===== src/logic/hwpe_ctrl_pkg.sv =====
// Shared types and register map of the HWPE control register file
// Register indices are word indices on the 5-bit processor address
// Up to 4 contexts and 8 parameter registers per context
package hwpe_ctrl_pkg;

  typedef logic [31:0] data_t;      // Register word
  typedef logic [4:0]  reg_addr_t;  // Word index
  typedef logic [7:0]  job_id_t;
  typedef logic [1:0]  ctx_id_t;    // Context index

  // Processor access, one-cycle strobe when req is high
  typedef struct packed {
    logic      req;
    logic      wren;
    reg_addr_t addr;
    data_t     wdata;
  } bus_req_t;

  typedef enum logic [1:0] {
    SCHED_IDLE,
    SCHED_START,
    SCHED_RUN
  } sched_state_e;

  // Mandatory registers
  localparam reg_addr_t REG_TRIGGER    = 5'd0;  // Write only
  localparam reg_addr_t REG_ACQUIRE    = 5'd1;  // Read only, claims a context
  localparam reg_addr_t REG_FINISHED   = 5'd2;  // Cleared by a read
  localparam reg_addr_t REG_STATUS     = 5'd3;
  localparam reg_addr_t REG_RUNNING_ID = 5'd4;

  // Parameter register k sits at REG_PARAM_BASE + k
  localparam reg_addr_t REG_PARAM_BASE = 5'd8;

  // ACQUIRE answers when no job id is handed out
  localparam data_t RESP_OFFLOAD_BUSY = 32'hffff_fffe;
  localparam data_t RESP_ALL_CTX_BUSY = 32'hffff_ffff;

  localparam data_t RESP_UNMAPPED = 32'hdead_beef;

  // Defaults, normally overridden from the top level
  localparam int unsigned DEF_N_CONTEXT = 2;
  localparam int unsigned DEF_N_IO_REGS = 4;

endpackage


===== src/logic/hwpe_ctrl_top.sv =====
// HWPE control register file top level
// N_CONTEXT 1 to 4, N_IO_REGS 1 to 8
// The engine must take start_o when it comes; params_o is valid until done_i
module hwpe_ctrl_top
  import hwpe_ctrl_pkg::*;
#(
  parameter int unsigned N_CONTEXT = DEF_N_CONTEXT,
  parameter int unsigned N_IO_REGS = DEF_N_IO_REGS
) (
  input  logic                  clk_i,
  input  logic                  rst_ni,
  input  logic                  clear_i,
  input  bus_req_t              bus_req_i,
  input  logic                  done_i,
  output data_t                 rdata_o,
  output logic                  start_o,
  output data_t                 status_o,
  output data_t [N_IO_REGS-1:0] params_o
);

  logic    acq_grant;
  logic    acq_busy;
  logic    acq_full;
  logic    done_pulse;
  ctx_id_t fill_ctx;
  ctx_id_t run_ctx;
  job_id_t offload_id;
  job_id_t running_id;
  data_t   finished_cnt;
  data_t   rd_param;

  job_sched_fsm #(
    .N_CONTEXT ( N_CONTEXT )
  ) i_job_sched_fsm (
    .clk_i        ( clk_i      ),
    .rst_ni       ( rst_ni     ),
    .clear_i      ( clear_i    ),
    .bus_req_i    ( bus_req_i  ),
    .done_i       ( done_i     ),
    .acq_grant_o  ( acq_grant  ),
    .acq_busy_o   ( acq_busy   ),
    .acq_full_o   ( acq_full   ),
    .start_o      ( start_o    ),
    .running_o    (            ), // Engine busy flag, no consumer at this level
    .done_pulse_o ( done_pulse ),
    .fill_ctx_o   ( fill_ctx   ),
    .run_ctx_o    ( run_ctx    ),
    .status_o     ( status_o   )
  );

  job_counters i_job_counters (
    .clk_i        ( clk_i        ),
    .rst_ni       ( rst_ni       ),
    .clear_i      ( clear_i      ),
    .bus_req_i    ( bus_req_i    ),
    .acq_grant_i  ( acq_grant    ),
    .done_pulse_i ( done_pulse   ),
    .offload_id_o ( offload_id   ),
    .running_id_o ( running_id   ),
    .finished_o   ( finished_cnt )
  );

  param_store #(
    .N_CONTEXT ( N_CONTEXT ),
    .N_IO_REGS ( N_IO_REGS )
  ) i_param_store (
    .clk_i      ( clk_i     ),
    .rst_ni     ( rst_ni    ),
    .clear_i    ( clear_i   ),
    .bus_req_i  ( bus_req_i ),
    .fill_ctx_i ( fill_ctx  ),
    .run_ctx_i  ( run_ctx   ),
    .rd_param_o ( rd_param  ),
    .params_o   ( params_o  )
  );

  reg_readback i_reg_readback (
    .clk_i        ( clk_i        ),
    .rst_ni       ( rst_ni       ),
    .clear_i      ( clear_i      ),
    .bus_req_i    ( bus_req_i    ),
    .acq_busy_i   ( acq_busy     ),
    .acq_full_i   ( acq_full     ),
    .offload_id_i ( offload_id   ),
    .running_id_i ( running_id   ),
    .finished_i   ( finished_cnt ),
    .status_i     ( status_o     ),
    .rd_param_i   ( rd_param     ),
    .rdata_o      ( rdata_o      )
  );

endmodule


===== src/logic/job_counters.sv =====
// Offload id, running id and finished-jobs counters
// Ids wrap at 8 bits; the finished count saturates at 2
// A FINISHED read wins over a done in the same cycle
module job_counters
  import hwpe_ctrl_pkg::*;
(
  input  logic     clk_i,
  input  logic     rst_ni,
  input  logic     clear_i,
  input  bus_req_t bus_req_i,
  input  logic     acq_grant_i,
  input  logic     done_pulse_i,
  output job_id_t  offload_id_o,
  output job_id_t  running_id_o,
  output data_t    finished_o
);

  job_id_t    offload_q;
  job_id_t    running_q;
  logic       done_q;      // Delays the running id by one cycle
  logic [1:0] fin_q;
  logic       fin_rd;

  assign fin_rd = bus_req_i.req & ~bus_req_i.wren & (bus_req_i.addr == REG_FINISHED);

  always_ff @(posedge clk_i or negedge rst_ni) begin
    if (!rst_ni) begin
      offload_q <= '0;
      running_q <= '0;
      done_q    <= 1'b0;
      fin_q     <= '0;
    end else if (clear_i) begin
      offload_q <= '0;
      running_q <= '0;
      done_q    <= 1'b0;
      fin_q     <= '0;
    end else begin
      done_q <= done_pulse_i;
      if (acq_grant_i) offload_q <= offload_q + 1'b1;
      if (done_q) running_q <= running_q + 1'b1;
      if (fin_rd) begin
        fin_q <= '0;                      // Readback already took the old value
      end else if (done_pulse_i && fin_q < 2'd2) begin
        fin_q <= fin_q + 1'b1;
      end
    end
  end

  assign offload_id_o = offload_q;
  assign running_id_o = running_q;
  assign finished_o   = data_t'(fin_q);

endmodule


===== src/logic/job_sched_fsm.sv =====
// Context claim, trigger queue and engine start scheduler
// N_CONTEXT from 1 to 4; contexts start in trigger order
// done_i is only taken in RUN, a pulse in IDLE or START is dropped
module job_sched_fsm
  import hwpe_ctrl_pkg::*;
#(
  parameter int unsigned N_CONTEXT = DEF_N_CONTEXT
) (
  input  logic     clk_i,
  input  logic     rst_ni,
  input  logic     clear_i,
  input  bus_req_t bus_req_i,
  input  logic     done_i,
  output logic     acq_grant_o,
  output logic     acq_busy_o,
  output logic     acq_full_o,
  output logic     start_o,
  output logic     running_o,
  output logic     done_pulse_o,
  output ctx_id_t  fill_ctx_o,
  output ctx_id_t  run_ctx_o,
  output data_t    status_o
);

  localparam int unsigned CNT_W = $clog2(N_CONTEXT + 1);

  sched_state_e            state_q, state_d;
  logic [N_CONTEXT-1:0]    occ_q;              // Queued or running
  logic                    claim_q;            // Acquired, not yet triggered
  ctx_id_t                 fill_q;
  ctx_id_t                 run_q;
  ctx_id_t [N_CONTEXT-1:0] queue_q, queue_d;   // Trigger order, head at 0
  logic [CNT_W-1:0]        cnt_q, cnt_d;
  ctx_id_t                 free_ctx;
  logic                    acq_rd, trig_wr, all_full;
  logic                    grant, push, pop, done_ok;

  assign acq_rd   = bus_req_i.req & ~bus_req_i.wren & (bus_req_i.addr == REG_ACQUIRE);
  assign trig_wr  = bus_req_i.req & bus_req_i.wren & (bus_req_i.addr == REG_TRIGGER);
  assign all_full = &occ_q;
  assign grant    = acq_rd & ~all_full & ~claim_q;
  assign push     = trig_wr & claim_q;  // Trigger without a claim is ignored
  assign done_ok  = done_i & (state_q == SCHED_RUN);
  assign pop      = (cnt_q != '0) & ((state_q == SCHED_IDLE) | done_ok);

  // Lowest free context
  always_comb begin
    free_ctx = '0;
    for (int i = N_CONTEXT - 1; i >= 0; i--) begin
      if (!occ_q[i]) free_ctx = ctx_id_t'(i);
    end
  end

  // Queue shifts on pop, new entry goes behind the last one
  always_comb begin
    queue_d = queue_q;
    cnt_d   = cnt_q;
    if (pop) begin
      for (int i = 0; i < N_CONTEXT - 1; i++) begin
        queue_d[i] = queue_q[i+1];
      end
      cnt_d = cnt_q - CNT_W'(1);
    end
    if (push) begin
      for (int i = 0; i < N_CONTEXT; i++) begin
        if (cnt_d == CNT_W'(i)) queue_d[i] = fill_q;
      end
      cnt_d = cnt_d + CNT_W'(1);
    end
  end

  always_comb begin
    state_d = state_q;
    unique case (state_q)
      SCHED_IDLE:  if (pop) state_d = SCHED_START;
      SCHED_START: state_d = SCHED_RUN;
      SCHED_RUN:   if (done_ok) state_d = pop ? SCHED_START : SCHED_IDLE; // Back to back
      default:     state_d = SCHED_IDLE;
    endcase
  end

  always_ff @(posedge clk_i or negedge rst_ni) begin
    if (!rst_ni) begin
      state_q <= SCHED_IDLE;
      occ_q   <= '0;
      claim_q <= 1'b0;
      fill_q  <= '0;
      run_q   <= '0;
      queue_q <= '0;
      cnt_q   <= '0;
    end else if (clear_i) begin
      state_q <= SCHED_IDLE;
      occ_q   <= '0;
      claim_q <= 1'b0;
      fill_q  <= '0;
      run_q   <= '0;
      queue_q <= '0;
      cnt_q   <= '0;
    end else begin
      state_q <= state_d;
      queue_q <= queue_d;
      cnt_q   <= cnt_d;
      if (grant) begin
        claim_q <= 1'b1;
        fill_q  <= free_ctx;
      end else if (push) begin
        claim_q <= 1'b0;
      end
      if (pop) run_q <= queue_q[0];
      for (int i = 0; i < N_CONTEXT; i++) begin
        if (push && fill_q == ctx_id_t'(i)) occ_q[i] <= 1'b1;
        if (done_ok && run_q == ctx_id_t'(i)) occ_q[i] <= 1'b0; // Retire
      end
    end
  end

  // One byte per context, unused bytes stay 0
  always_comb begin
    status_o = '0;
    for (int i = 0; i < N_CONTEXT; i++) begin
      status_o[8*i +: 8] = {7'b0, occ_q[i]};
    end
  end

  assign acq_grant_o  = grant;
  assign acq_busy_o   = claim_q;
  assign acq_full_o   = all_full;
  assign start_o      = (state_q == SCHED_START);
  assign running_o    = (state_q != SCHED_IDLE);
  assign done_pulse_o = done_ok;
  assign fill_ctx_o   = fill_q;
  assign run_ctx_o    = run_q;

endmodule


===== src/logic/param_store.sv =====
// Per-context parameter registers in flip-flops
// Writes and reads always address the most recently acquired context
// Unused parameter indices read back as RESP_UNMAPPED
module param_store
  import hwpe_ctrl_pkg::*;
#(
  parameter int unsigned N_CONTEXT = DEF_N_CONTEXT,
  parameter int unsigned N_IO_REGS = DEF_N_IO_REGS
) (
  input  logic                  clk_i,
  input  logic                  rst_ni,
  input  logic                  clear_i,
  input  bus_req_t              bus_req_i,
  input  ctx_id_t               fill_ctx_i,
  input  ctx_id_t               run_ctx_i,
  output data_t                 rd_param_o,
  output data_t [N_IO_REGS-1:0] params_o
);

  data_t [N_CONTEXT-1:0][N_IO_REGS-1:0] mem_q;
  data_t [N_IO_REGS-1:0]                fill_set;
  logic                                 wr;

  assign wr = bus_req_i.req & bus_req_i.wren;

  always_ff @(posedge clk_i or negedge rst_ni) begin
    if (!rst_ni) begin
      mem_q <= '0;
    end else if (clear_i) begin
      mem_q <= '0;
    end else if (wr) begin
      for (int c = 0; c < N_CONTEXT; c++) begin
        for (int j = 0; j < N_IO_REGS; j++) begin
          if (fill_ctx_i == ctx_id_t'(c) && bus_req_i.addr == reg_addr_t'(REG_PARAM_BASE + j))
            mem_q[c][j] <= bus_req_i.wdata;
        end
      end
    end
  end

  // Context selects for processor readback and engine
  always_comb begin
    fill_set = '0;
    params_o = '0;
    for (int c = 0; c < N_CONTEXT; c++) begin
      if (fill_ctx_i == ctx_id_t'(c)) fill_set = mem_q[c];
      if (run_ctx_i == ctx_id_t'(c)) params_o = mem_q[c];
    end
  end

  always_comb begin
    rd_param_o = RESP_UNMAPPED;
    for (int j = 0; j < N_IO_REGS; j++) begin
      if (bus_req_i.addr == reg_addr_t'(REG_PARAM_BASE + j)) rd_param_o = fill_set[j];
    end
  end

endmodule


===== src/logic/reg_readback.sv =====
// Registered read data path
// rdata_o updates one cycle after a read strobe and holds until the next read
// Indices at and above REG_PARAM_BASE are decoded by the parameter store
module reg_readback
  import hwpe_ctrl_pkg::*;
(
  input  logic     clk_i,
  input  logic     rst_ni,
  input  logic     clear_i,
  input  bus_req_t bus_req_i,
  input  logic     acq_busy_i,
  input  logic     acq_full_i,
  input  job_id_t  offload_id_i,
  input  job_id_t  running_id_i,
  input  data_t    finished_i,
  input  data_t    status_i,
  input  data_t    rd_param_i,
  output data_t    rdata_o
);

  data_t rdata_q;
  data_t rdata_d;
  data_t acq_resp;
  logic  rd;

  assign rd = bus_req_i.req & ~bus_req_i.wren;

  // Full takes priority over an outstanding claim
  always_comb begin
    if (acq_full_i) acq_resp = RESP_ALL_CTX_BUSY;
    else if (acq_busy_i) acq_resp = RESP_OFFLOAD_BUSY;
    else acq_resp = data_t'(offload_id_i);  // Value before the increment
  end

  always_comb begin
    unique case (bus_req_i.addr)
      REG_ACQUIRE:    rdata_d = acq_resp;
      REG_FINISHED:   rdata_d = finished_i;
      REG_STATUS:     rdata_d = status_i;
      REG_RUNNING_ID: rdata_d = data_t'(running_id_i);
      default: begin
        if (bus_req_i.addr >= REG_PARAM_BASE) rdata_d = rd_param_i;
        else rdata_d = RESP_UNMAPPED;         // TRIGGER and indices 5 to 7
      end
    endcase
  end

  always_ff @(posedge clk_i or negedge rst_ni) begin
    if (!rst_ni) begin
      rdata_q <= '0;
    end else if (clear_i) begin
      rdata_q <= '0;
    end else if (rd) begin
      rdata_q <= rdata_d;
    end
  end

  assign rdata_o = rdata_q;

endmodule

===== config.mk =====
export PLATFORM = sky130hd
export DESIGN_NAME = hwpe_ctrl_top
export DESIGN_NICKNAME = d
export VERILOG_FILES = /design/src/logic/hwpe_ctrl_pkg.sv /design/src/logic/hwpe_ctrl_top.sv /design/src/logic/job_counters.sv /design/src/logic/job_sched_fsm.sv /design/src/logic/param_store.sv /design/src/logic/reg_readback.sv
export SDC_FILE = /design/constraint.sdc
export NUM_CORES = 1
export LEC_CHECK = 0
export ABC_AREA = 0
export BUFFER_PORTS_ARGS = -buffer_cell sky130_fd_sc_hd__buf_2
export CAP_MARGIN = 20
export CORE_AREA = 2 2 201 203
export DETAILED_ROUTE_END_ITERATION = 7
export DIE_AREA = 0 0 203 205
export MAX_ROUTING_LAYER = met4
export PLACE_DENSITY_LB_ADDON = 0.05
export SETUP_SLACK_MARGIN = 0.5
export SLEW_MARGIN = 15
export SYNTH_ARGS = -nofsm -noshare
export SYNTH_HDL_FRONTEND = slang
export SYNTH_SLANG_ARGS = --single-unit

===== constraint.sdc =====
create_clock -name clk_i -period 6.1 [get_ports clk_i]
set_clock_uncertainty 0.05 [all_clocks]
set_input_delay 0.915 -clock clk_i [delete_from_list [all_inputs] [get_ports clk_i]]
set_output_delay 0.915 -clock clk_i [all_outputs]
set_load 0.005 [all_outputs]

## Word level (Yosys, flattened, before mapping)

Index checks and enable logic that the tools add are counted.

- Bits in registers: 322
- Input port bits: 43
- Logic and storage cells: 166
- Output and inout port bits: 193

- Multiplexer cells: 59
- Bitwise operators: 14
- Order comparisons: 2
- Reductions and logical operators: 49
- Add/sub/neg operators: 5
- Equal/unequal tests: 15

Operators by type and width:

| kind | count |
|---|---|
| $mux 32 | 17 |
| $mux 128 | 4 |
| $mux 256 | 2 |
| $pmux 32 s4 | 1 |
| $mux 2 | 18 |
| $mux 8 | 4 |
| $reduce_bool 2->1 | 16 |
| $reduce_and 2->1 | 11 |
| $eq 5x4->1 const B | 4 |
| $add 8x1->8 const B | 2 |
| $logic_and 1x1->1 | 13 |
| $reduce_bool 3->1 | 4 |
| $and 1x1->1 | 10 |
| $eq 5x2->1 const B | 2 |
| $mux 1 | 10 |
| $eq 2x1->1 const B | 4 |
| $logic_not 2->1 | 4 |
| $mux 4 | 2 |
| $ne 3x2->1 const B | 2 |
| $pmux 2 s3 | 1 |
| $eq 5x1->1 const B | 1 |
| $eq 5x3->1 const B | 1 |
| $ge 5x4->1 const B | 1 |
| $logic_not 5->1 | 1 |
| other kinds (6) | 9 |

## Longest topological paths before layout

Gate-level depths: netlist of run 1.

- Word-level depth: 11
- Depth in mapped cells: 10
- Gate-level depth less buffers: 10

## Cells and area by module

From an unflattened synthesis of run 1, not the netlist that was laid out.

- Cell total of the unflattened synthesis: 2145
- Area total of the unflattened synthesis: 18644.1 um^2

Modules (own cells, without submodules):

| module | area each (um^2) | sequential area each (um^2) | cells each | times used |
|---|---|---|---|---|
| param_store | 14337.5 | 6406.1 | 1676 | 1 |
| reg_readback | 2180.8 | 800.8 | 240 | 1 |
| job_counters | 1131.1 | 475.5 | 117 | 1 |
| job_sched_fsm | 994.7 | 325.3 | 112 | 1 |

## Least setup slack after synthesis of run 1

OpenSTA, ideal clock, no wires.

- Kind: input-to-reg
- Start point: in bus_req_i[33] in the netlist's numbering
- End point: reg i_reg_readback.rdata_q[5], in the netlist i_reg_readback.rdata_o[5]
- Data arrival time: 2.289 ns
- Data required time: 5.930 ns
- Buffers on the path: 2
- Setup time: 0.120 ns
- Cell stages on the path: 6
- Setup slack: 3.641 ns
- Path through: or4b_2 > clkbuf_1 > buf_2 > o22ai_1 > o2111ai_1 > o211a_1

- Cells in the longest elaborated chain, start to end: 9
- Elaborated cells on any way between the ends: 17
- Classes of those cells: 1 x order compare; 8 x eq/ne; 8 x mux

Ends and longest elaborated chain:

| element | RTL line | text |
|---|---|---|
| start: declaration | hwpe_ctrl_top.sv:13 | `input bus_req_t bus_req_i,` |
| $eq 5x4->1 | param_store.sv:54 | `if (bus_req_i.addr == reg_addr_t'(REG_PARAM_BASE + j)) rd_param_o = fill_set[j];` |
| $mux 32 (4 in series) | param_store.sv:54 |  |
| $mux 32 | reg_readback.sv:42 | `if (bus_req_i.addr >= REG_PARAM_BASE) rdata_d = rd_param_i;` |
| $pmux 32 s4 * | reg_readback.sv:36 | `unique case (bus_req_i.addr)` |
| $mux 32 * | reg_readback.sv:53 | `end else if (rd) begin` |
| $mux 32 * | reg_readback.sv:51 | `end else if (clear_i) begin` |
| end signal: assignment | reg_readback.sv:54 | `rdata_q <= rdata_d;` |
| end: declaration | reg_readback.sv:21 | `data_t rdata_q;` |

Mark *: on every way between the ends. The rest lies on a longest branch, timed or not. The select of a mux whose other input is x is not followed.
A chain may end at the register's enable or synchronous reset.

==> results.txt, run 1 <==
----------------------------------------------------
[Placement]
  Placed cell count ... ~2500
  Port buffer count ... about 200
  Pre-CTS worst setup slack ... approximately 2.1 ns
  Post-DP HPWL ... approximately 35 mm
  Final estimated routing congestion in global placement ... approximately 0.8

[Timing]
  Max frequency ... ~250 MHz
  Remaining max-slew budget at the tightest pin ... 0.222
  Endpoints failing hold ... 0
  Count of endpoints failing setup in the final report ... 0
  Final min period ... about 4 ns
  Post-route setup TNS ... 0 ns
  Final WS setup ... 2.13 ns
  Post-route fraction of the period consumed by the critical path ... 0.650
  Max-slew violation count ... 0
  Worst Max-Slew Pin Slew ... ~1.2 ns
  Final worst hold slack ... approximately 0.3 ns
  RSZ-0062 raised after global routing ... no

[Cells and area]
  Non-filler instance count after layout ... around 2600
  Number of nets in the final layout ... 2090
  Area growth, synth to finish ... 12.8%
  Fraction of final layout cells with drive strength greater than 1 ... 0.182
  Fill cells ... roughly 3800

[GRT]
  Overflow after GRT ... 0
  Number of global-route vias before repair ... about 14000
  Maximum number of pins on one net before global-route repair ... 150
  Global-route wire length before repair ... about 89 mm
  Overall routing resource usage ... 0.291
  Number of antenna violations at the first check in global routing ... 2

[Logic synthesis]
  Top post-synthesis cells by area ... dfrtp_1 46%, nand2_1 12%, mux2i_1 9.0%, a21oi_1 8.0%, mux4_2 6.2%
  Post-synthesis sequential element count ... 320
  Synthesis warning total ... 0
  Fraction of synthesis flops using an asynchronous set or reset pin ... 1.00
  Number of enable-type register cells in the synthesized netlist ... 0
  Mapped Cells ... between 1500 and 2000
  Yosys top cell area share ... 0.456
  Distinct cell type count after synthesis ... 58
  Yosys top cell by area ... dfrtp_1
  Post-synthesis instance area ... roughly 0.018 mm^2
  Proportion of synthesized chip area in sequential cells ... 0.456
  Post-synthesis area per instance ... between 8 and 9 um^2
  Most frequently used flop master after synthesis ... dfrtp_1

[Floorplanning]
  DIE HEIGHT ... 205 um
  Starting Density ... 0.446
  Count of boundary I/O pins ... between 200 and 250
  Core Rows ... 73
  Placeable core region ... 0.0394 mm^2
  Die X-Extent ... a little over 200 um
  Total die area ... about 0.042 mm^2

[Worst setup path]
  Crit path largest cell delay ... approximately 1.1 ns
  Nature of the critical path startpoint ... register
  Worst Setup Path Type ... register to primary output
  CP Data Required Time ... 5.13 ns
  Worst path arrival time ... 3.00 ns
  Critical path cell sequence ... buf_4 > mux2i_1 > nor2_1 > buf_2
  CP Capture Type ... primary output
  Critical Path Slowest Stage Cell ... dfrtp_4
  Maximum net fanout on the critical path ... 50

[Clocking]
  Clock network latency to the later pin of the worst-skew pair ... around 0.54 ns
  TritonCTS clock tree ... built
  Total setup buffers inserted after CTS ... 0
  Total of hold buffers inserted after clock tree synthesis ... 0
  Number of CTS-inserted buffers ... 38
  H-Tree Depth ... 2
  Master cell of the clock root buffer ... clkbuf_16
  Sinks on the clock net ... 320
  Number of buffers on the longest clock path ... 3
  Clock slew at reported path FFs ... about 0.06 ns
  Post-CTS sizing ... 0

[Drt]
  Drt pass-1 iters ... 7
  Iteration-0 DRC count of the detailed router ... 1255
  Per-cell routed wire length ... roughly 23 um
  Aggregate routed wire length ... 59.3 mm
  Final ANT Viol Nets ... 0
  Detailed-route via count ... ~15000
  Via count normalized by instance count ... approximately 5.7
  DRC errors left ... 0

[Status]
  Result of the run ... finished clean

[Pwr]
  Power density over the cells ... about 250 mW/mm^2
  Final total power ... slightly below 5000 uW
  Cell leakage power ... about 0.0085 uW
  Maximum VDD drop ... 201 uV

[Min path]
  Tightest Hold Check Type ... input port to async pin

[Run]
  Number of maximum-capacitance violations ... 0

----------------------------------------------------
cells in the final DEF (no fill, tap or decap), types with 10 or more instances in the layout:
master and instances:
clkbuf_16 39, buf_2 203, mux2i_1 157, nand3_1 14
mux4_2 48, o22ai_1 24, nor3_1 18, nor2_1 147
dfrtp_1 317, a21oi_1 279, nand2_1 546, a211oi_1 10
o21ai_0 22, buf_4 23, conb_1 30
report_power, final:
| group | total (uW) | internal (uW) | switching [uW] |
|---|---|---|---|
| Clock | 2380 | 1440 | 940 |
| Combinational | 367 | 111 | 256 |
| Sequential | 2170 | 2150 | 20.3 |
| Total | 4920 | 3700 | 1220 |
sequential cells by signal, indices dropped and copies added, names as in the netlist:
name                         count
i_job_sched_fsm.run_ctx_o        2
i_job_sched_fsm.queue_q          3
i_job_counters.fin_q             2
i_job_sched_fsm.fill_ctx_o       1
i_job_counters.offload_id_o      8
i_job_sched_fsm.state_q          2
i_job_sched_fsm.occ_q            2
i_reg_readback.rdata_o          32
i_job_sched_fsm.acq_busy_o       1
i_job_counters.done_q            1
i_job_sched_fsm.cnt_q            2
i_param_store.mem_q            256
i_job_counters.running_id_o      8
area by class of cell:
class                           instances  area, um^2  area share
Sequential cell                       320        8020       0.405
Clock buffer                           54        1110      0.0562
Timing Repair Buffer                  229        1240      0.0625
Inverter                                9        33.8     0.00171
Clock inverter                         14         179     0.00904
Tap cell                              525         657      0.0332
Multi-Input combinational cell       1444        8540       0.432
Antenna cell                            2        5.00    0.000253
per-layer routing:
metal  GRT usage  share of wire
met2       0.435           0.46
met5           -              0
met4      0.0839          0.024
met1       0.408           0.44
met3      0.0482          0.071
Yosys cell counts, drive strengths merged (4+ instances only):
master	count
or3	12
inv	9
nor2	148
a21oi	279
o21ai	22
nand2b	8
dfrtp	320
buf	131
o221ai	9
o2111ai	5
xor2	5
or2	4
a21o	4
nand3b	4
mux4	48
ha	5
nand2	546
nor2b	4
nand4	8
mux2i	157
mux2	8
and3	5
nor3	27
o211a	5
o22ai	24
nand3	14
a211oi	10
a22oi	9
clkbuf	96
o211ai	7
through the flow:
step,cell area (um^2),utilization
detailed placement,18500,0.470
global route,19800,0.503
global placement,18500,0.470
floorplan,17700,-
finish,19800,0.503
CTS,19800,0.503
cells by family after synthesis:
kind of cell	count (synthesis)	synth area share
fa+ha+maj	5	0.00357
mux	213	0.156
xor+xnor	7	0.00349
other cells	1	0.000214
compound gates	393	0.127
simple gates	796	0.188
flops	320	0.456
buf+inv	236	0.0659
worst paths after layout:
path	startpoint	endpoint	slack (ns)	cells after the start
worst min register to register	i_reg_readback.rdata_o[26]$_DFFE_PN0P_	i_reg_readback.rdata_o[26]$_DFFE_PN0P_	0.45	2
min in group clk_i	i_reg_readback.rdata_o[26]$_DFFE_PN0P_	i_reg_readback.rdata_o[26]$_DFFE_PN0P_	0.45	2
worst min-delay path	rst_ni	i_job_sched_fsm.state_q[0]$_DFFE_PN0P_	0.31	1
worst max-delay path	i_job_sched_fsm.run_ctx_o[0]$_DFFE_PN0P_	params_o[118]	2.13	4
max in group asynchronous	rst_ni	i_param_store.mem_q[32]$_DFFE_PN0P_	4.47	2
worst max register to register	i_job_sched_fsm.fill_ctx_o[0]$_DFFE_PN0P_	i_param_store.mem_q[89]$_DFFE_PN0P_	3.31	5
worst max-delay path, delay by kind of cell, from the launching register on:
family | cells | cell delay, ns
buf+inv | 2 | 0.82
mux | 1 | 0.18
flops | 1 | 1.05
simple gates | 1 | 0.32
(Power assumes the default switching activity.)
==> inputs of run 2 (changes only) <==
--- a/config.mk
+++ b/config.mk
@@ -5,12 +5,12 @@
 export SDC_FILE = /design/constraint.sdc
 export NUM_CORES = 1
 export LEC_CHECK = 0
-export ABC_AREA = 0
+export ABC_AREA = 1
 export BUFFER_PORTS_ARGS = -buffer_cell sky130_fd_sc_hd__buf_2
 export CAP_MARGIN = 20
-export CORE_AREA = 2 2 201 203
+export CORE_AREA = 2 2 196 198
 export DETAILED_ROUTE_END_ITERATION = 7
-export DIE_AREA = 0 0 203 205
+export DIE_AREA = 0 0 198 200
 export MAX_ROUTING_LAYER = met4
 export PLACE_DENSITY_LB_ADDON = 0.05
 export SETUP_SLACK_MARGIN = 0.5
==> constraint.sdc (replaced) <==
create_clock -name clk_i -period 3.5 [get_ports clk_i]
set_clock_uncertainty 0.05 [all_clocks]
set_input_delay 0.525 -clock clk_i [delete_from_list [all_inputs] [get_ports clk_i]]
set_output_delay 0.525 -clock clk_i [all_outputs]
set_load 0.005 [all_outputs]
==> run 2 against run 1 <==
  * Register-to-register slack got worse by 2.4 ns
  * Sequential share of layout area is 0.91 points higher
  * Die area decreased by 4.8%
  * Core utilization up 1.5 points
  * Routed wire length is 0.89% lower
  * Sequential cell count stayed put
  * Synthesized cell count grew 14%
  * Combinational power grew to 3.3 times the previous value
  * Critical path type unchanged
  * Final area decreased by 2.3%
==> results.txt, run 2 <==
----------------------------------------------------
[Placement]
  Port buffer count ... slightly above 200
  Final estimated routing congestion in global placement ... 0.914
  Placed cell count ... 2849
  Post-DP HPWL ... 38.0 mm
  Pre-CTS worst setup slack ... 0.656 ns
  Placed Area ... 0.0180 mm^2

[Cells and area]
  Area growth, synth to finish ... 16.2%
  Number of nets in the final layout ... between 2000 and 2500
  Final core utilization ... 0.517
  Final instance area ... approximately 0.019 mm^2
  Commonest cells after routing, fill and taps aside ... 824 x nand2_1, 393 x o21ai_0, 318 x dfrtp_1
  Non-filler instance count after layout ... ~2900
  Register with the highest flop count ... i_param_store.mem_q
  Most common cell after layout, fill and taps aside ... nand2_1
  Flip-flop count of the largest register after layout ... approximately 260
  Fraction of final layout cells with drive strength greater than 1 ... 0.139

[Logic synthesis]
  Distinct cell type count after synthesis ... 38
  Most frequently used flop master after synthesis ... dfrtp_1
  Proportion of synthesized chip area in sequential cells ... 0.481
  Yosys top cell area share ... 0.481
  Top post-synthesis cells by area ... dfrtp_1 48%, nand2_1 19%, o21ai_0 12%, nand3_1 8.2%, inv_1 2.4%
  Mapped Cells ... 2248
  Post-synthesis sequential element count ... 320
  Post-synthesis instance area ... approximately 0.017 mm^2
  Synthesis warning total ... 0
  Top-count cell post-synth ... nand2_1
  Post-synthesis area per instance ... about 7.4 um^2
  Yosys top cell by area ... dfrtp_1
  Fraction of synthesis flops using an asynchronous set or reset pin ... 1.00
  Top cell types by occurrence after synthesis ... 826 x nand2_1, 396 x o21ai_0, 320 x dfrtp_1
  Number of enable-type register cells in the synthesized netlist ... 0

[Pwr]
  Combinational fraction of design power ... 0.128
  Clock power share ... 0.428
  Power density over the cells ... ~500 mW/mm^2
  Proportion of power drawn by flip-flops and latches ... 0.444
  Switching share of total power ... 0.278
  Design internal power ... about 6800 uW
  Maximum VDD drop ... a little under 300 uV
  Cell leakage power ... between 0.009 and 0.01 uW
  P_sw ... ~2600 uW

[Drt]
  Via count normalized by instance count ... 5.51
  Drt pass-1 iters ... 6
  Iteration-0 DRC count of the detailed router ... around 1500
  Per-cell routed wire length ... ~20 um
  Detailed-route via count ... around 16000
  Aggregate routed wire length ... approximately 60 mm
  Final ANT Viol Nets ... 0
  DRC errors left ... 0

[GRT]
  Maximum number of pins on one net before global-route repair ... 105
  Number of global-route vias before repair ... ~15000
  Global-route wire length before repair ... 88.5 mm
  Number of antenna violations at the first check in global routing ... 2
  Overflow after GRT ... 0
  Overall routing resource usage ... 0.302

[Worst setup path]
  CP Capture Type ... primary output
  Cell type group with the largest total delay on the critical path ... flip-flops
  Critical Path Slowest Stage Cell ... dfrtp_4
  Worst Setup Path Type ... register to primary output
  Minimum setup slack among reg-to-reg paths ... about 0.87 ns
  Logic depth of the worst setup path including buffers ... 5
  Maximum net fanout on the critical path ... 19
  Worst flop-to-flop path endpoint ... i_param_store.mem_q[133]$_DFFE_PN0P_
  CP Data Required Time ... roughly 3 ns
  Crit path largest cell delay ... around 0.64 ns
  Worst path arrival time ... about 2.3 ns
  R2R depth ... 5
  Reg-to-reg startpoint ... i_job_sched_fsm.fill_ctx_o[0]$_DFFE_PN0P_
  Nature of the critical path startpoint ... register
  Worst Path Buf+Inv ... 3
  Critical path cell sequence ... clkinv_2 > nand2_2 > buf_4 > o21ai_0 > buf_2

[Clocking]
  Clock network latency to the later pin of the worst-skew pair ... roughly 0.55 ns
  H-Tree Depth ... 2
  Clock slew at reported path FFs ... 0.06 ns
  Number of CTS-inserted buffers ... 39
  Sinks on the clock net ... 320
  Master cell of the clock root buffer ... clkbuf_16
  TritonCTS clock tree ... built
  Number of buffers on the longest clock path ... 3

[Timing]
  Count of endpoints failing setup in the final report ... 0
  Post-route fraction of the period consumed by the critical path ... 0.831
  Endpoints failing hold ... 0
  Remaining max-slew budget at the tightest pin ... 0.281
  RSZ-0062 raised after global routing ... no
  Max-slew violation count ... 0
  Post-route setup TNS ... 0 ns
  Final min period ... around 2.9 ns
  Worst Max-Slew Pin Slew ... 1.08 ns
  Final WS setup ... 0.591 ns
  Max frequency ... approximately 340 MHz

[Run]
  Number of maximum-capacitance violations ... 0

[Floorplanning]
  Die X-Extent ... just under 200 um
  Core Rows ... 71
  Total die area ... between 0.03 and 0.04 mm^2
  Placeable core region ... ~0.037 mm^2
  DIE HEIGHT ... 200 um
  Starting Density ... 0.445
  Count of boundary I/O pins ... around 240

[Status]
  Result of the run ... finished clean

[Min path]
  Worst hold path depth ... 2
  Worst Hold Launch ... done_i
  Tightest Hold Check Type ... input port to register
  Sink of the worst hold path ... i_job_sched_fsm.state_q[1]$_DFFE_PN0P_

----------------------------------------------------
run 2: power groups by stage:
stage	logic (uW)	registers (uW)	clock network (uW)
floorplan	694	4200	0
global route	1370	4220	4250
CTS	1200	4180	4110
detailed placement	1190	4240	0
global placement	1180	4240	0
finish	1200	4180	4030
run 2: layout make-up:
cell class                      count  area (um^2)
Multi-Input combinational cell   1663         7490
Tap cell                          511          639
Antenna cell                        1         2.50
Fill cell                        3730        18100
Clock buffer                       59         1150
Clock inverter                      9         97.6
Timing Repair Buffer              245         1500
Inverter                          114          442
Sequential cell                   320         8020
run 2: cells by family (layout without fill, tap and decap cells):
family / count (synthesis) / count (layout) / share of synthesized area
compound gates: 468 / 468 / 0.149
simple gates: 1156 / 1156 / 0.285
buf+inv: 294 / 427 / 0.0787
other cells: 1 / 31 / 0.000225
fa+ha+maj: 5 / 5 / 0.00376
xor+xnor: 4 / 4 / 0.00211
flops: 320 / 320 / 0.481
run 2: worst max-delay path by stage:
stage / start / endpoint / slack, ns
final: i_job_sched_fsm.run_ctx_o[0]$_DFFE_PN0P_ / params_o[82] / 0.59
after global routing: i_job_sched_fsm.run_ctx_o[0]$_DFFE_PN0P_ / params_o[82] / 0.51
after CTS: i_job_sched_fsm.run_ctx_o[0]$_DFFE_PN0P_ / params_o[78] / 0.51
after detailed placement: i_job_sched_fsm.run_ctx_o[1]$_DFFE_PN0P_ / params_o[57] / 0.66
after global placement: i_job_sched_fsm.run_ctx_o[1]$_DFFE_PN0P_ / params_o[57] / 0.70
after floorplan: done_i / i_job_sched_fsm.queue_q[0]$_DFF_PN0_ / 1.55
run 2: timing repair:
| item | in CTS | in global routing |
|---|---|---|
| setup endpoints to repair | 97 | 28 |
| endpoints found under the hold margin | 39 | 0 |
| setup buffers | 0 | 1 |
| resized for setup | 12 | 4 |
| hold buffers | 1 | 0 |
| gates cloned | 0 | 1 |
run 2: layer usage:
metal	track usage	wire length, um
met5	-	0
met1	0.457	27700
met2	0.425	25100
met4	0.0816	1480
met3	0.0393	4540
run 2: stage by stage:
step	hold slack [ns]	total power (uW)
2_1_floorplan	0.179	4890
3_3_place_gp	0.407	5420
3_5_place_dp	0.409	5440
4_1_cts	0.152	9490
5_1_grt	0.199	9840
6_report	0.179	9420
